<file path="src/rtl/isp_cfg_pkg.sv">
// --------------------------------------
// datapath sizes shared by the white balance RTL
// import into any module that handles pixels or gains
// --------------------------------------

package isp_cfg_pkg;

	// --------------------------------------
	// pixel stream
	// --------------------------------------
	// bits per pixel word
	localparam int PIX_W    = 10;
	// pixels per clock, lane 0 in the low bits
	localparam int LANE_NUM = 4;

	// --------------------------------------
	// gains
	// --------------------------------------
	// unsigned fixed point, 3 integer bits
	localparam int GAIN_W    = 11;
	localparam int GAIN_FRAC = 8;
	// unity gain, 1.0 in gain format
	localparam logic [GAIN_W-1:0] GAIN_ONE = GAIN_W'(1) << GAIN_FRAC;

	// multiplier product, no bits dropped
	localparam int MULT_W   = GAIN_W + PIX_W;
	// register stages inside the multiplier
	localparam int MULT_LAT = 2;
	// multiplier plus output register
	localparam int GAIN_LAT = MULT_LAT + 1;

endpackage

</file>
<file path="src/rtl/isp_video_pkg.sv">
// --------------------------------------
// video format codes: bayer layout and test image select
// --------------------------------------

package isp_video_pkg;

	// colour arrangement of the top-left 2x2 tile
	// named row 0 first, then row 1
	typedef enum logic [1:0] {
		BAYER_RGGB = 2'd0,
		BAYER_GRBG = 2'd1,
		BAYER_GBRG = 2'd2,
		BAYER_BGGR = 2'd3
	} bayer_pattern_t;

	// test image select width
	localparam int TEST_SEL_W = 3;

	// real sensor image; any other code is a test image
	// which only acts as a bypass condition here
	localparam logic [TEST_SEL_W-1:0] TEST_IMG_OFF = 3'd0;

endpackage

</file>
<file path="src/rtl/bayer_color_flags.sv">
// --------------------------------------
// per-lane bayer colour flags from row/column parity
// flags are valid in the same cycle as the pixel
// --------------------------------------
`timescale 1ns/10ps

module bayer_color_flags
	import isp_cfg_pkg::*;
	import isp_video_pkg::*;
(
	input  logic                clk,
	input  logic                i_rst_n,
	input  logic                i_fval,
	input  logic                i_lval,
	input  logic                i_mono_sel,
	input  bayer_pattern_t      i_bayer_pattern,
	output logic [LANE_NUM-1:0] o_r_flag,
	output logic [LANE_NUM-1:0] o_g_flag,
	output logic [LANE_NUM-1:0] o_b_flag
);

	// row parity of the current line
	logic row_odd;
	logic lval_q;
	// green sits where row^col equals g_phase
	logic g_phase;
	// row parity that carries red
	logic r_row;
	logic flag_en;

	// row tracking
	// first line of a frame is row 0
	always_ff @(posedge clk) begin
		if (!i_rst_n) begin
			row_odd <= 1'b0;
			lval_q  <= 1'b0;
		end else begin
			lval_q <= i_lval;
			if (!i_fval) begin
				row_odd <= 1'b0;
			end else if (lval_q && !i_lval) begin
				// end of line, next row
				row_odd <= ~row_odd;
			end
		end
	end

	// pattern decode into green phase and red row
	always_comb begin
		g_phase = 1'b1;
		r_row   = 1'b0;
		case (i_bayer_pattern)
			BAYER_RGGB: begin
				g_phase = 1'b1;
				r_row   = 1'b0;
			end
			BAYER_GRBG: begin
				g_phase = 1'b0;
				r_row   = 1'b0;
			end
			BAYER_GBRG: begin
				g_phase = 1'b0;
				r_row   = 1'b1;
			end
			BAYER_BGGR: begin
				g_phase = 1'b1;
				r_row   = 1'b1;
			end
			default: ;
		endcase
	end

	// no colour in mono mode or between lines
	assign flag_en = i_lval && !i_mono_sel;

	// lane k sits on column parity k, lane count is even
	for (genvar k = 0; k < LANE_NUM; k++) begin : g_lane
		logic col_odd;
		logic is_green;
		logic is_red;

		assign col_odd  = (k % 2) != 0;
		assign is_green = ((row_odd ^ col_odd) == g_phase);
		assign is_red   = !is_green && (row_odd == r_row);

		assign o_r_flag[k] = flag_en && is_red;
		assign o_g_flag[k] = flag_en && is_green;
		// blue is the remaining colour
		assign o_b_flag[k] = flag_en && !is_green && !is_red;
	end

endmodule

</file>
<file path="src/rtl/gain_mult_pipe.sv">
// --------------------------------------
// unsigned gain x pixel multiplier, two enabled stages
// --------------------------------------
`timescale 1ns/10ps

module gain_mult_pipe
	import isp_cfg_pkg::*;
(
	input  logic              clk,
	input  logic              i_ce,
	input  logic [GAIN_W-1:0] i_a,
	input  logic [PIX_W-1:0]  i_b,
	output logic [MULT_W-1:0] o_p
);

	// input stage, maps onto the DSP A/B registers
	logic [GAIN_W-1:0] a_q;
	logic [PIX_W-1:0]  b_q;

	// --------------------------------------
	// pipeline, advances only on i_ce
	// --------------------------------------
	always_ff @(posedge clk) begin
		if (i_ce) begin
			a_q <= i_a;
			b_q <= i_b;
		end
	end

	// product stage, DSP P register
	// full width product, never truncated
	always_ff @(posedge clk) begin
		if (i_ce) begin
			o_p <= a_q * b_q;
		end
	end

endmodule

</file>
<file path="src/rtl/wb_gain.sv">
// --------------------------------------
// white balance: per-colour gain, saturation, bypass
// latency 3 cycles in gain mode, 1 cycle in bypass
// --------------------------------------
`timescale 1ns/10ps

module wb_gain
	import isp_cfg_pkg::*;
	import isp_video_pkg::*;
(
	input  logic                      clk,
	input  logic                      i_rst_n,
	input  logic                      i_fval,
	input  logic                      i_lval,
	input  logic [LANE_NUM*PIX_W-1:0] i_pix_data,
	input  logic [LANE_NUM-1:0]       i_r_flag,
	input  logic [LANE_NUM-1:0]       i_g_flag,
	input  logic [LANE_NUM-1:0]       i_b_flag,
	input  logic                      i_mono_sel,
	input  logic [TEST_SEL_W-1:0]     i_test_image_sel,
	input  logic [GAIN_W-1:0]         i_wb_gain_r,
	input  logic [GAIN_W-1:0]         i_wb_gain_g,
	input  logic [GAIN_W-1:0]         i_wb_gain_b,
	output logic                      o_fval,
	output logic                      o_lval,
	output logic [LANE_NUM*PIX_W-1:0] o_pix_data
);

	logic                gain_en;
	logic                mult_ce;
	// gains held for the whole frame
	logic [GAIN_W-1:0]   gain_r_m;
	logic [GAIN_W-1:0]   gain_g_m;
	logic [GAIN_W-1:0]   gain_b_m;
	// sync delay, matches the multiplier depth
	logic [MULT_LAT-1:0] fval_dly;
	logic [MULT_LAT-1:0] lval_dly;
	// sync selected for the output stage
	logic                sel_fval;
	logic                sel_lval;
	logic                pix_vld;

	// --------------------------------------
	// mode and gain sampling
	// --------------------------------------
	// colour sensor with real image only
	assign gain_en = !i_mono_sel && (i_test_image_sel == TEST_IMG_OFF);

	// follow the inputs during frame blanking
	// frozen while fval is high
	always_ff @(posedge clk) begin
		if (!i_fval) begin
			gain_r_m <= i_wb_gain_r;
			gain_g_m <= i_wb_gain_g;
			gain_b_m <= i_wb_gain_b;
		end
	end

	// --------------------------------------
	// sync delay line
	// --------------------------------------
	always_ff @(posedge clk) begin
		if (!i_rst_n) begin
			fval_dly <= '0;
			lval_dly <= '0;
		end else begin
			fval_dly <= {fval_dly[MULT_LAT-2:0], i_fval};
			lval_dly <= {lval_dly[MULT_LAT-2:0], i_lval};
		end
	end

	// extra enable after lval drops, drains the last beat
	assign mult_ce = gain_en && (i_lval || lval_dly[0]);

	// bypass takes the undelayed sync
	assign sel_fval = gain_en ? fval_dly[MULT_LAT-1] : i_fval;
	assign sel_lval = gain_en ? lval_dly[MULT_LAT-1] : i_lval;
	// lval only counts inside fval
	assign pix_vld  = sel_fval && sel_lval;

	// output sync registers
	always_ff @(posedge clk) begin
		if (!i_rst_n) begin
			o_fval <= 1'b0;
			o_lval <= 1'b0;
		end else begin
			o_fval <= sel_fval;
			o_lval <= pix_vld;
		end
	end

	// --------------------------------------
	// per-lane datapath
	// --------------------------------------
	for (genvar k = 0; k < LANE_NUM; k++) begin : g_lane
		logic [PIX_W-1:0]  lane_pix;
		logic [GAIN_W-1:0] lane_gain;
		logic [MULT_W-1:0] prod;
		logic              ovf;
		logic [PIX_W-1:0]  scaled;
		logic [PIX_W-1:0]  pix_q;

		assign lane_pix = i_pix_data[k*PIX_W +: PIX_W];

		// colour select, unity when flags are not one-hot
		always_comb begin
			case ({i_r_flag[k], i_g_flag[k], i_b_flag[k]})
				3'b100:  lane_gain = gain_r_m;
				3'b010:  lane_gain = gain_g_m;
				3'b001:  lane_gain = gain_b_m;
				default: lane_gain = GAIN_ONE;
			endcase
		end

		gain_mult_pipe gain_mult_pipe_i (
			.clk  (clk),
			.i_ce (mult_ce),
			.i_a  (lane_gain),
			.i_b  (lane_pix),
			.o_p  (prod)
		);

		// drop fraction bits, clamp on anything above PIX_W
		assign ovf    = |prod[MULT_W-1:PIX_W+GAIN_FRAC];
		assign scaled = ovf ? '1 : prod[PIX_W+GAIN_FRAC-1:GAIN_FRAC];

		// output register, blanked outside the valid region
		always_ff @(posedge clk) begin
			if (!i_rst_n) begin
				pix_q <= '0;
			end else if (!pix_vld) begin
				pix_q <= '0;
			end else if (gain_en) begin
				pix_q <= scaled;
			end else begin
				pix_q <= lane_pix;
			end
		end

		assign o_pix_data[k*PIX_W +: PIX_W] = pix_q;
	end

endmodule

</file>
<file path="src/rtl/wb_gain_top.sv">
// --------------------------------------
// white balance subsystem: colour flags feeding the gain block
// --------------------------------------
`timescale 1ns/10ps

module wb_gain_top
	import isp_cfg_pkg::*;
	import isp_video_pkg::*;
(
	input  logic                      clk,
	input  logic                      i_rst_n,
	input  logic                      i_fval,
	input  logic                      i_lval,
	input  logic [LANE_NUM*PIX_W-1:0] i_pix_data,
	input  bayer_pattern_t            i_bayer_pattern,
	input  logic                      i_mono_sel,
	input  logic [TEST_SEL_W-1:0]     i_test_image_sel,
	input  logic [GAIN_W-1:0]         i_wb_gain_r,
	input  logic [GAIN_W-1:0]         i_wb_gain_g,
	input  logic [GAIN_W-1:0]         i_wb_gain_b,
	output logic                      o_fval,
	output logic                      o_lval,
	output logic [LANE_NUM*PIX_W-1:0] o_pix_data
);

	// one-hot colour per lane, same cycle as the pixel
	logic [LANE_NUM-1:0] w_r_flag;
	logic [LANE_NUM-1:0] w_g_flag;
	logic [LANE_NUM-1:0] w_b_flag;

	bayer_color_flags bayer_color_flags_i (
		.clk             (clk),
		.i_rst_n         (i_rst_n),
		.i_fval          (i_fval),
		.i_lval          (i_lval),
		.i_mono_sel      (i_mono_sel),
		.i_bayer_pattern (i_bayer_pattern),
		.o_r_flag        (w_r_flag),
		.o_g_flag        (w_g_flag),
		.o_b_flag        (w_b_flag)
	);

	// gain stage, also owns the sync alignment
	wb_gain wb_gain_i (
		.clk              (clk),
		.i_rst_n          (i_rst_n),
		.i_fval           (i_fval),
		.i_lval           (i_lval),
		.i_pix_data       (i_pix_data),
		.i_r_flag         (w_r_flag),
		.i_g_flag         (w_g_flag),
		.i_b_flag         (w_b_flag),
		.i_mono_sel       (i_mono_sel),
		.i_test_image_sel (i_test_image_sel),
		.i_wb_gain_r      (i_wb_gain_r),
		.i_wb_gain_g      (i_wb_gain_g),
		.i_wb_gain_b      (i_wb_gain_b),
		.o_fval           (o_fval),
		.o_lval           (o_lval),
		.o_pix_data       (o_pix_data)
	);

endmodule

</file>
<file path="config.mk">
export PLATFORM = sky130hd
export DESIGN_NAME = wb_gain_top
export DESIGN_NICKNAME = d
export VERILOG_FILES = /design/src/rtl/isp_cfg_pkg.sv /design/src/rtl/isp_video_pkg.sv /design/src/rtl/bayer_color_flags.sv /design/src/rtl/gain_mult_pipe.sv /design/src/rtl/wb_gain.sv /design/src/rtl/wb_gain_top.sv
export SDC_FILE = /design/constraint.sdc
export NUM_CORES = 1
export LEC_CHECK = 0
export ABC_CLOCK_PERIOD_IN_PS = 19030
export BUFFER_PORTS_ARGS = -buffer_cell sky130_fd_sc_hd__buf_2
export CAP_MARGIN = 20
export CORE_MARGIN = 1.5
export CORE_UTILIZATION = 50
export CTS_BUF_LIST = sky130_fd_sc_hd__clkbuf_8
export DETAILED_ROUTE_END_ITERATION = 8
export GPL_TIMING_DRIVEN = 0
export PLACE_DENSITY = 0.77
export SLEW_MARGIN = 25
export SYNTH_ARGS = -nofsm -noshare
export SYNTH_HDL_FRONTEND = slang
export SYNTH_SLANG_ARGS = --single-unit
</file>
<file path="constraint.sdc">
create_clock -name clk -period 19.03 [get_ports clk]
set_input_delay 1.903 -clock clk [delete_from_list [all_inputs] [get_ports clk]]
set_output_delay 1.903 -clock clk [all_outputs]
set_load 0.02 [all_outputs]
</file>
==> report_table.html <==
<table>
<tr><th>Metric</th><th>Value</th></tr>
<tr><th colspan="2">Synthesis</th></tr>
<tr><td>Post-Syn Area</td><td>19900 um^2</td></tr>
<tr><td>Number of enable-type register cells in the synthesized netlist</td><td>around 150</td></tr>
<tr><td>Compound-gate portion of the synthesized area</td><td>6.20%</td></tr>
<tr><td>Mean area per synthesized cell</td><td>about 10 um^2</td></tr>
<tr><td>Async set-reset flop share out of synthesis</td><td>0%</td></tr>
<tr><td>Most frequently used cell type in the post-synthesis netlist</td><td>sky130_fd_sc_hd__inv_1</td></tr>
<tr><td>Post-Synth XOR/XNOR Area</td><td>between 2 and 2.5%</td></tr>
<tr><td>Synth warn</td><td>0</td></tr>
<tr><td>Synthesized-area fraction occupied by and/or/nand/nor cells</td><td>roughly 15%</td></tr>
<tr><td>Proportion of synthesized area in mux cells</td><td>less than 1%</td></tr>
<tr><td>Top post-synthesis cells by area</td><td>sky130_fd_sc_hd__fa_1 28%, sky130_fd_sc_hd__edfxtp_1 22%, sky130_fd_sc_hd__ha_1 14%</td></tr>
<tr><td>Cells after Synth</td><td>1959</td></tr>
<tr><td>Most used flip-flop cell after synthesis</td><td>sky130_fd_sc_hd__edfxtp_1</td></tr>
<tr><td>Dominant combinational cell family by area after synthesis</td><td>adder cells</td></tr>
<tr><td>Total of flip-flops plus latches after synthesis</td><td>a little under 200</td></tr>
<tr><td>Net Count, Synth</td><td>2536</td></tr>
<tr><td>Count of different cell masters after synthesis</td><td>50</td></tr>
<tr><td>Top cell type by total area after synthesis</td><td>sky130_fd_sc_hd__fa_1</td></tr>
<tr><td>Top cell type's share of synthesized area</td><td>between 20% and 30%</td></tr>
<tr><td>Post-synthesis adder-cell area fraction</td><td>about two fifths</td></tr>
<tr><td>Fraction of the yosys area taken by sequential cells</td><td>26.8%</td></tr>
<tr><td>Top cell types by occurrence after synthesis</td><td>318 x sky130_fd_sc_hd__inv_1, 276 x sky130_fd_sc_hd__fa_1, 233 x sky130_fd_sc_hd__nand2_1</td></tr>
<tr><th colspan="2">Layout</th></tr>
<tr><td>Proportion of layout cells with a drive suffix above 1</td><td>8.73%</td></tr>
<tr><td>Area of the multi-input gates</td><td>approximately 13000 um^2</td></tr>
<tr><td>FF+latch area</td><td>approximately 5400 um^2</td></tr>
<tr><td>Final non-filler cell total</td><td>2638</td></tr>
<tr><td>Final #Nets</td><td>approximately 2700</td></tr>
<tr><td>Post-route standard cell area excluding fillers</td><td>21800 um^2</td></tr>
<tr><td>ANT cells</td><td>0</td></tr>
<tr><td>Layout-stage area growth over the synthesis result</td><td>9.08%</td></tr>
<tr><td>Number of fill cells in the layout</td><td>3354</td></tr>
<tr><th colspan="2">Timing</th></tr>
<tr><td>Number of setup violations in the final report</td><td>0</td></tr>
<tr><td>Maximum clock frequency</td><td>174 MHz</td></tr>
<tr><td>Measured slew at the worst slew-check pin</td><td>a little over 0.9 ns</td></tr>
<tr><td>Setup skew after layout</td><td>0.0228 ns</td></tr>
<tr><td>Slew headroom</td><td>just under 40%</td></tr>
<tr><td>Sum Neg Setup Slack</td><td>0 ns</td></tr>
<tr><td>Unrepaired setup endpoints after global routing</td><td>no</td></tr>
<tr><td>Share of the clock period used by the worst path after layout</td><td>roughly 30%</td></tr>
<tr><td>Hold Violations, Final</td><td>0</td></tr>
<tr><td>Slew Limit Fails</td><td>0</td></tr>
<tr><td>Post-route setup slack</td><td>roughly 13 ns</td></tr>
<tr><td>Fin crit period</td><td>about 5.8 ns</td></tr>
<tr><th colspan="2">Power and ir drop</th></tr>
<tr><td>Part of the total power dissipated in sequential elements</td><td>between 40% and 50%</td></tr>
<tr><td>Power dissipated by switching net loads</td><td>0.331 mW</td></tr>
<tr><td>Power per Cell Area</td><td>47.3 nW/um^2</td></tr>
<tr><td>Leakage</td><td>10.6 nW</td></tr>
<tr><td>Share of power burned in the clock network</td><td>28.6%</td></tr>
<tr><td>Proportion of total power due to net switching</td><td>about a third</td></tr>
<tr><td>Power share of the combinational group</td><td>24.5%</td></tr>
<tr><td>Internal power contribution</td><td>between 0.6 and 0.7 mW</td></tr>
<tr><td>Worst ir drop on vdd</td><td>approximately 0.061 mV</td></tr>
<tr><td>Pwr Total</td><td>about 1 mW</td></tr>
<tr><th colspan="2">Die</th></tr>
<tr><td>Std-Cell Core Area</td><td>between 30000 and 40000 um^2</td></tr>
<tr><td>Effective utilization at floorplan</td><td>51.1%</td></tr>
<tr><td>Die extent in y</td><td>203 um</td></tr>
<tr><td>Die Area</td><td>approximately 41000 um^2</td></tr>
<tr><td>I/O Pins</td><td>approximately 130</td></tr>
<tr><td>Die X</td><td>around 200 um</td></tr>
<tr><td>Row count</td><td>a little over 70</td></tr>
<tr><th colspan="2">Clock tree</th></tr>
<tr><td>Hold-fix buffer count after cts</td><td>0</td></tr>
<tr><td>Clk pin slew, worst setup/hold paths</td><td>roughly 0.11 ns</td></tr>
<tr><td>Clk Tree Root Cell</td><td>sky130_fd_sc_hd__clkbuf_8</td></tr>
<tr><td>Insertion delay to the later sink of the worst-skew pair</td><td>0.53 ns</td></tr>
<tr><td>Number of instances resized during post-cts repair</td><td>0</td></tr>
<tr><td>Clock sinks</td><td>roughly 190</td></tr>
<tr><td>Depth of the CTS H-tree</td><td>4</td></tr>
<tr><td>Number of buffers added for setup after CTS</td><td>0</td></tr>
<tr><td>Number of buffers created by CTS</td><td>17</td></tr>
<tr><td>CTS tree</td><td>yes</td></tr>
<tr><td>Clock buffer depth</td><td>2</td></tr>
<tr><th colspan="2">Run status</th></tr>
<tr><td>Run status</td><td>finished, final reports clean</td></tr>
<tr><th colspan="2">Global routing</th></tr>
<tr><td>Pin count of the biggest net entering global routing</td><td>34</td></tr>
<tr><td>Overflow after GRT</td><td>0</td></tr>
<tr><td>Via count of the first global-routing pass</td><td>14900</td></tr>
<tr><td>First-pass GRT wire length</td><td>74.2 mm</td></tr>
<tr><td>Total global-route track usage</td><td>a little under a quarter</td></tr>
<tr><td>Initial antenna violation count</td><td>1</td></tr>
<tr><th colspan="2">Place</th></tr>
<tr><td>Post-detail-place hpwl</td><td>35.1 mm</td></tr>
<tr><td>Number of I/O port buffers</td><td>124</td></tr>
<tr><td>Final Wtd Congestion</td><td>~0.90</td></tr>
<tr><td>Dpl cell area</td><td>21300 um^2</td></tr>
<tr><td>Placed Cells</td><td>approximately 2600</td></tr>
<tr><td>Placement-stage worst setup slack</td><td>~13 ns</td></tr>
<tr><th colspan="2">Route</th></tr>
<tr><td>Final antenna-violating net count</td><td>0</td></tr>
<tr><td>Aggregate routed wire length</td><td>44.5 mm</td></tr>
<tr><td>Routed vias</td><td>about 14000</td></tr>
<tr><td>DR vias/cell</td><td>5.33</td></tr>
<tr><td>Routed len/inst</td><td>16.9 um</td></tr>
<tr><td>First-iteration detailed-routing DRC count</td><td>849</td></tr>
<tr><td>Final routed DRC violation total</td><td>0</td></tr>
<tr><td>Number of detailed-route iterations in the first pass</td><td>5</td></tr>
<tr><th colspan="2">Critical path</th></tr>
<tr><td>Sort of element at the end of the critical path</td><td>flip-flop</td></tr>
<tr><td>Startpoint class of the critical path</td><td>flip-flop</td></tr>
<tr><td>Maximum net fanout on the critical path</td><td>10</td></tr>
<tr><td>Path type of the worst setup path</td><td>flip-flop to flip-flop</td></tr>
<tr><td>Arrival time of data at the critical path endpoint</td><td>just over 6 ns</td></tr>
<tr><td>Required time of the worst setup path</td><td>approximately 19 ns</td></tr>
<tr><th colspan="2">Run</th></tr>
<tr><td>Max-cap violation count</td><td>0</td></tr>
<tr><th colspan="2">Hold path</th></tr>
<tr><td>Classification of the worst-slack hold path</td><td>flip-flop to flip-flop</td></tr>
</table>
## layer usage
metal	share of wire (%)	track usage (%)	routed length, um
met1	43	30.8	19300
met3	6.0	4.14	2680
met2	48	38.1	21300
met5	0	0	0
met4	2.8	7.83	1240
## cell usage in the layout (no fill, tap or decap), drive strengths merged, types with 3 or more instances in the layout
master and instances:
o21ai 17, xor2 15, o22ai 42, xnor2 32, and2 225, or4 5
dfxtp 47, nand4 7, clkinv 5, edfxtp 147, a31oi 6, clkbuf 112
nor3 10, nor2b 3, a21oi 35, nand2b 8, nand2 235, o21a 10
mux2i 11, a21o 20, a211oi 28, a21boi 3, o211ai 4, nand3 12
inv 326, buf 134, ha 218, fa 276, nor2 106
## worst max-delay path: stages (launching register included)
cell                        delay, ns
sky130_fd_sc_hd__edfxtp_1        0.40
sky130_fd_sc_hd__clkbuf_1        0.54
sky130_fd_sc_hd__nand2_1         0.17
sky130_fd_sc_hd__fa_1            0.56
sky130_fd_sc_hd__inv_1           0.06
sky130_fd_sc_hd__fa_1            0.51
sky130_fd_sc_hd__inv_1           0.06
sky130_fd_sc_hd__fa_1            0.55
sky130_fd_sc_hd__inv_1           0.08
sky130_fd_sc_hd__fa_1            0.48
sky130_fd_sc_hd__inv_1           0.05
sky130_fd_sc_hd__fa_1            0.48
sky130_fd_sc_hd__inv_1           0.04
sky130_fd_sc_hd__ha_1            0.20
sky130_fd_sc_hd__a21oi_1         0.17
sky130_fd_sc_hd__nor2_1          0.07
sky130_fd_sc_hd__nor2_1          0.12
sky130_fd_sc_hd__nand2_2         0.13
sky130_fd_sc_hd__a2111oi_4       0.42
sky130_fd_sc_hd__o21ai_2         0.11
sky130_fd_sc_hd__a21o_1          0.19
sky130_fd_sc_hd__xnor2_1         0.12
## worst paths after layout
check	startpoint	endpoint	slack (ns)	depth (start not counted)
max reg2reg	wb_gain_i.g_lane[2].gain_mult_pipe_i.a_q[7]	wb_gain_i.g_lane[0].gain_mult_pipe_i.o_p[20]	13.27	21
min reg2reg	wb_gain_i.fval_dly[0]	wb_gain_i.fval_dly[1]	0.45	1
max	wb_gain_i.g_lane[2].gain_mult_pipe_i.a_q[7]	wb_gain_i.g_lane[0].gain_mult_pipe_i.o_p[20]	13.27	21
min	wb_gain_i.fval_dly[0]	wb_gain_i.fval_dly[1]	0.45	1
## state kept, by name, indices dropped and copies added (netlist names)
register                               count
wb_gain_i.g_lane.gain_mult_pipe_i.o_p     52
wb_gain_i.g_lane.gain_mult_pipe_i.b_q     40
wb_gain_i.g_lane.pix_q                    40
wb_gain_i.g_lane.gain_mult_pipe_i.a_q     22
wb_gain_i.gain_b_m                        11
wb_gain_i.gain_g_m                        11
wb_gain_i.gain_r_m                        11
wb_gain_i.fval_dly                         2
wb_gain_i.lval_dly                         2
bayer_color_flags_i.row_odd                1
wb_gain_i.o_fval                           1
wb_gain_i.o_lval                           1
## logic make-up (layout without fill, tap and decap cells)
kind of cell / after synthesis / count (layout)
muxes: 11 / 11
buffers and inverters: 418 / 579
xor gates and xnor gates: 47 / 47
AOI/OAI and AO/OA: 176 / 176
adders and majority gates: 494 / 494
DFF: 194 / 194
and+or+nand+nor: 619 / 619
## final cells by class
cell class              instances  share of cell area [%]
multi-input cells            1347                    59.9
repair buffers                129                    3.31
clock inverters                15                   0.891
flip-flops and latches        194                    24.6
inverters                     318                    5.49
plain buffers                 100                    1.75
well taps                     518                    2.98
clock buffers                  17                    1.08
## power by group through the flow
stage	sequential, mW	clock, mW	combinational (mW)
2_1_floorplan	0.495	0	0.183
4_1_cts	0.483	0.304	0.254
3_5_place_dp	0.493	0	0.250
5_1_grt	0.485	0.320	0.288
3_3_place_gp	0.494	0	0.240
6_report	0.483	0.294	0.252
## per-stage QoR
stage          util [%]  hold slack, ns
2_1_floorplan         -           0.412
3_3_place_gp       54.4           0.418
3_5_place_dp       54.7           0.425
4_1_cts            55.8           0.446
5_1_grt            55.8           0.464
6_report           55.8           0.448
Note: power is estimated with default switching activity, not from simulation.
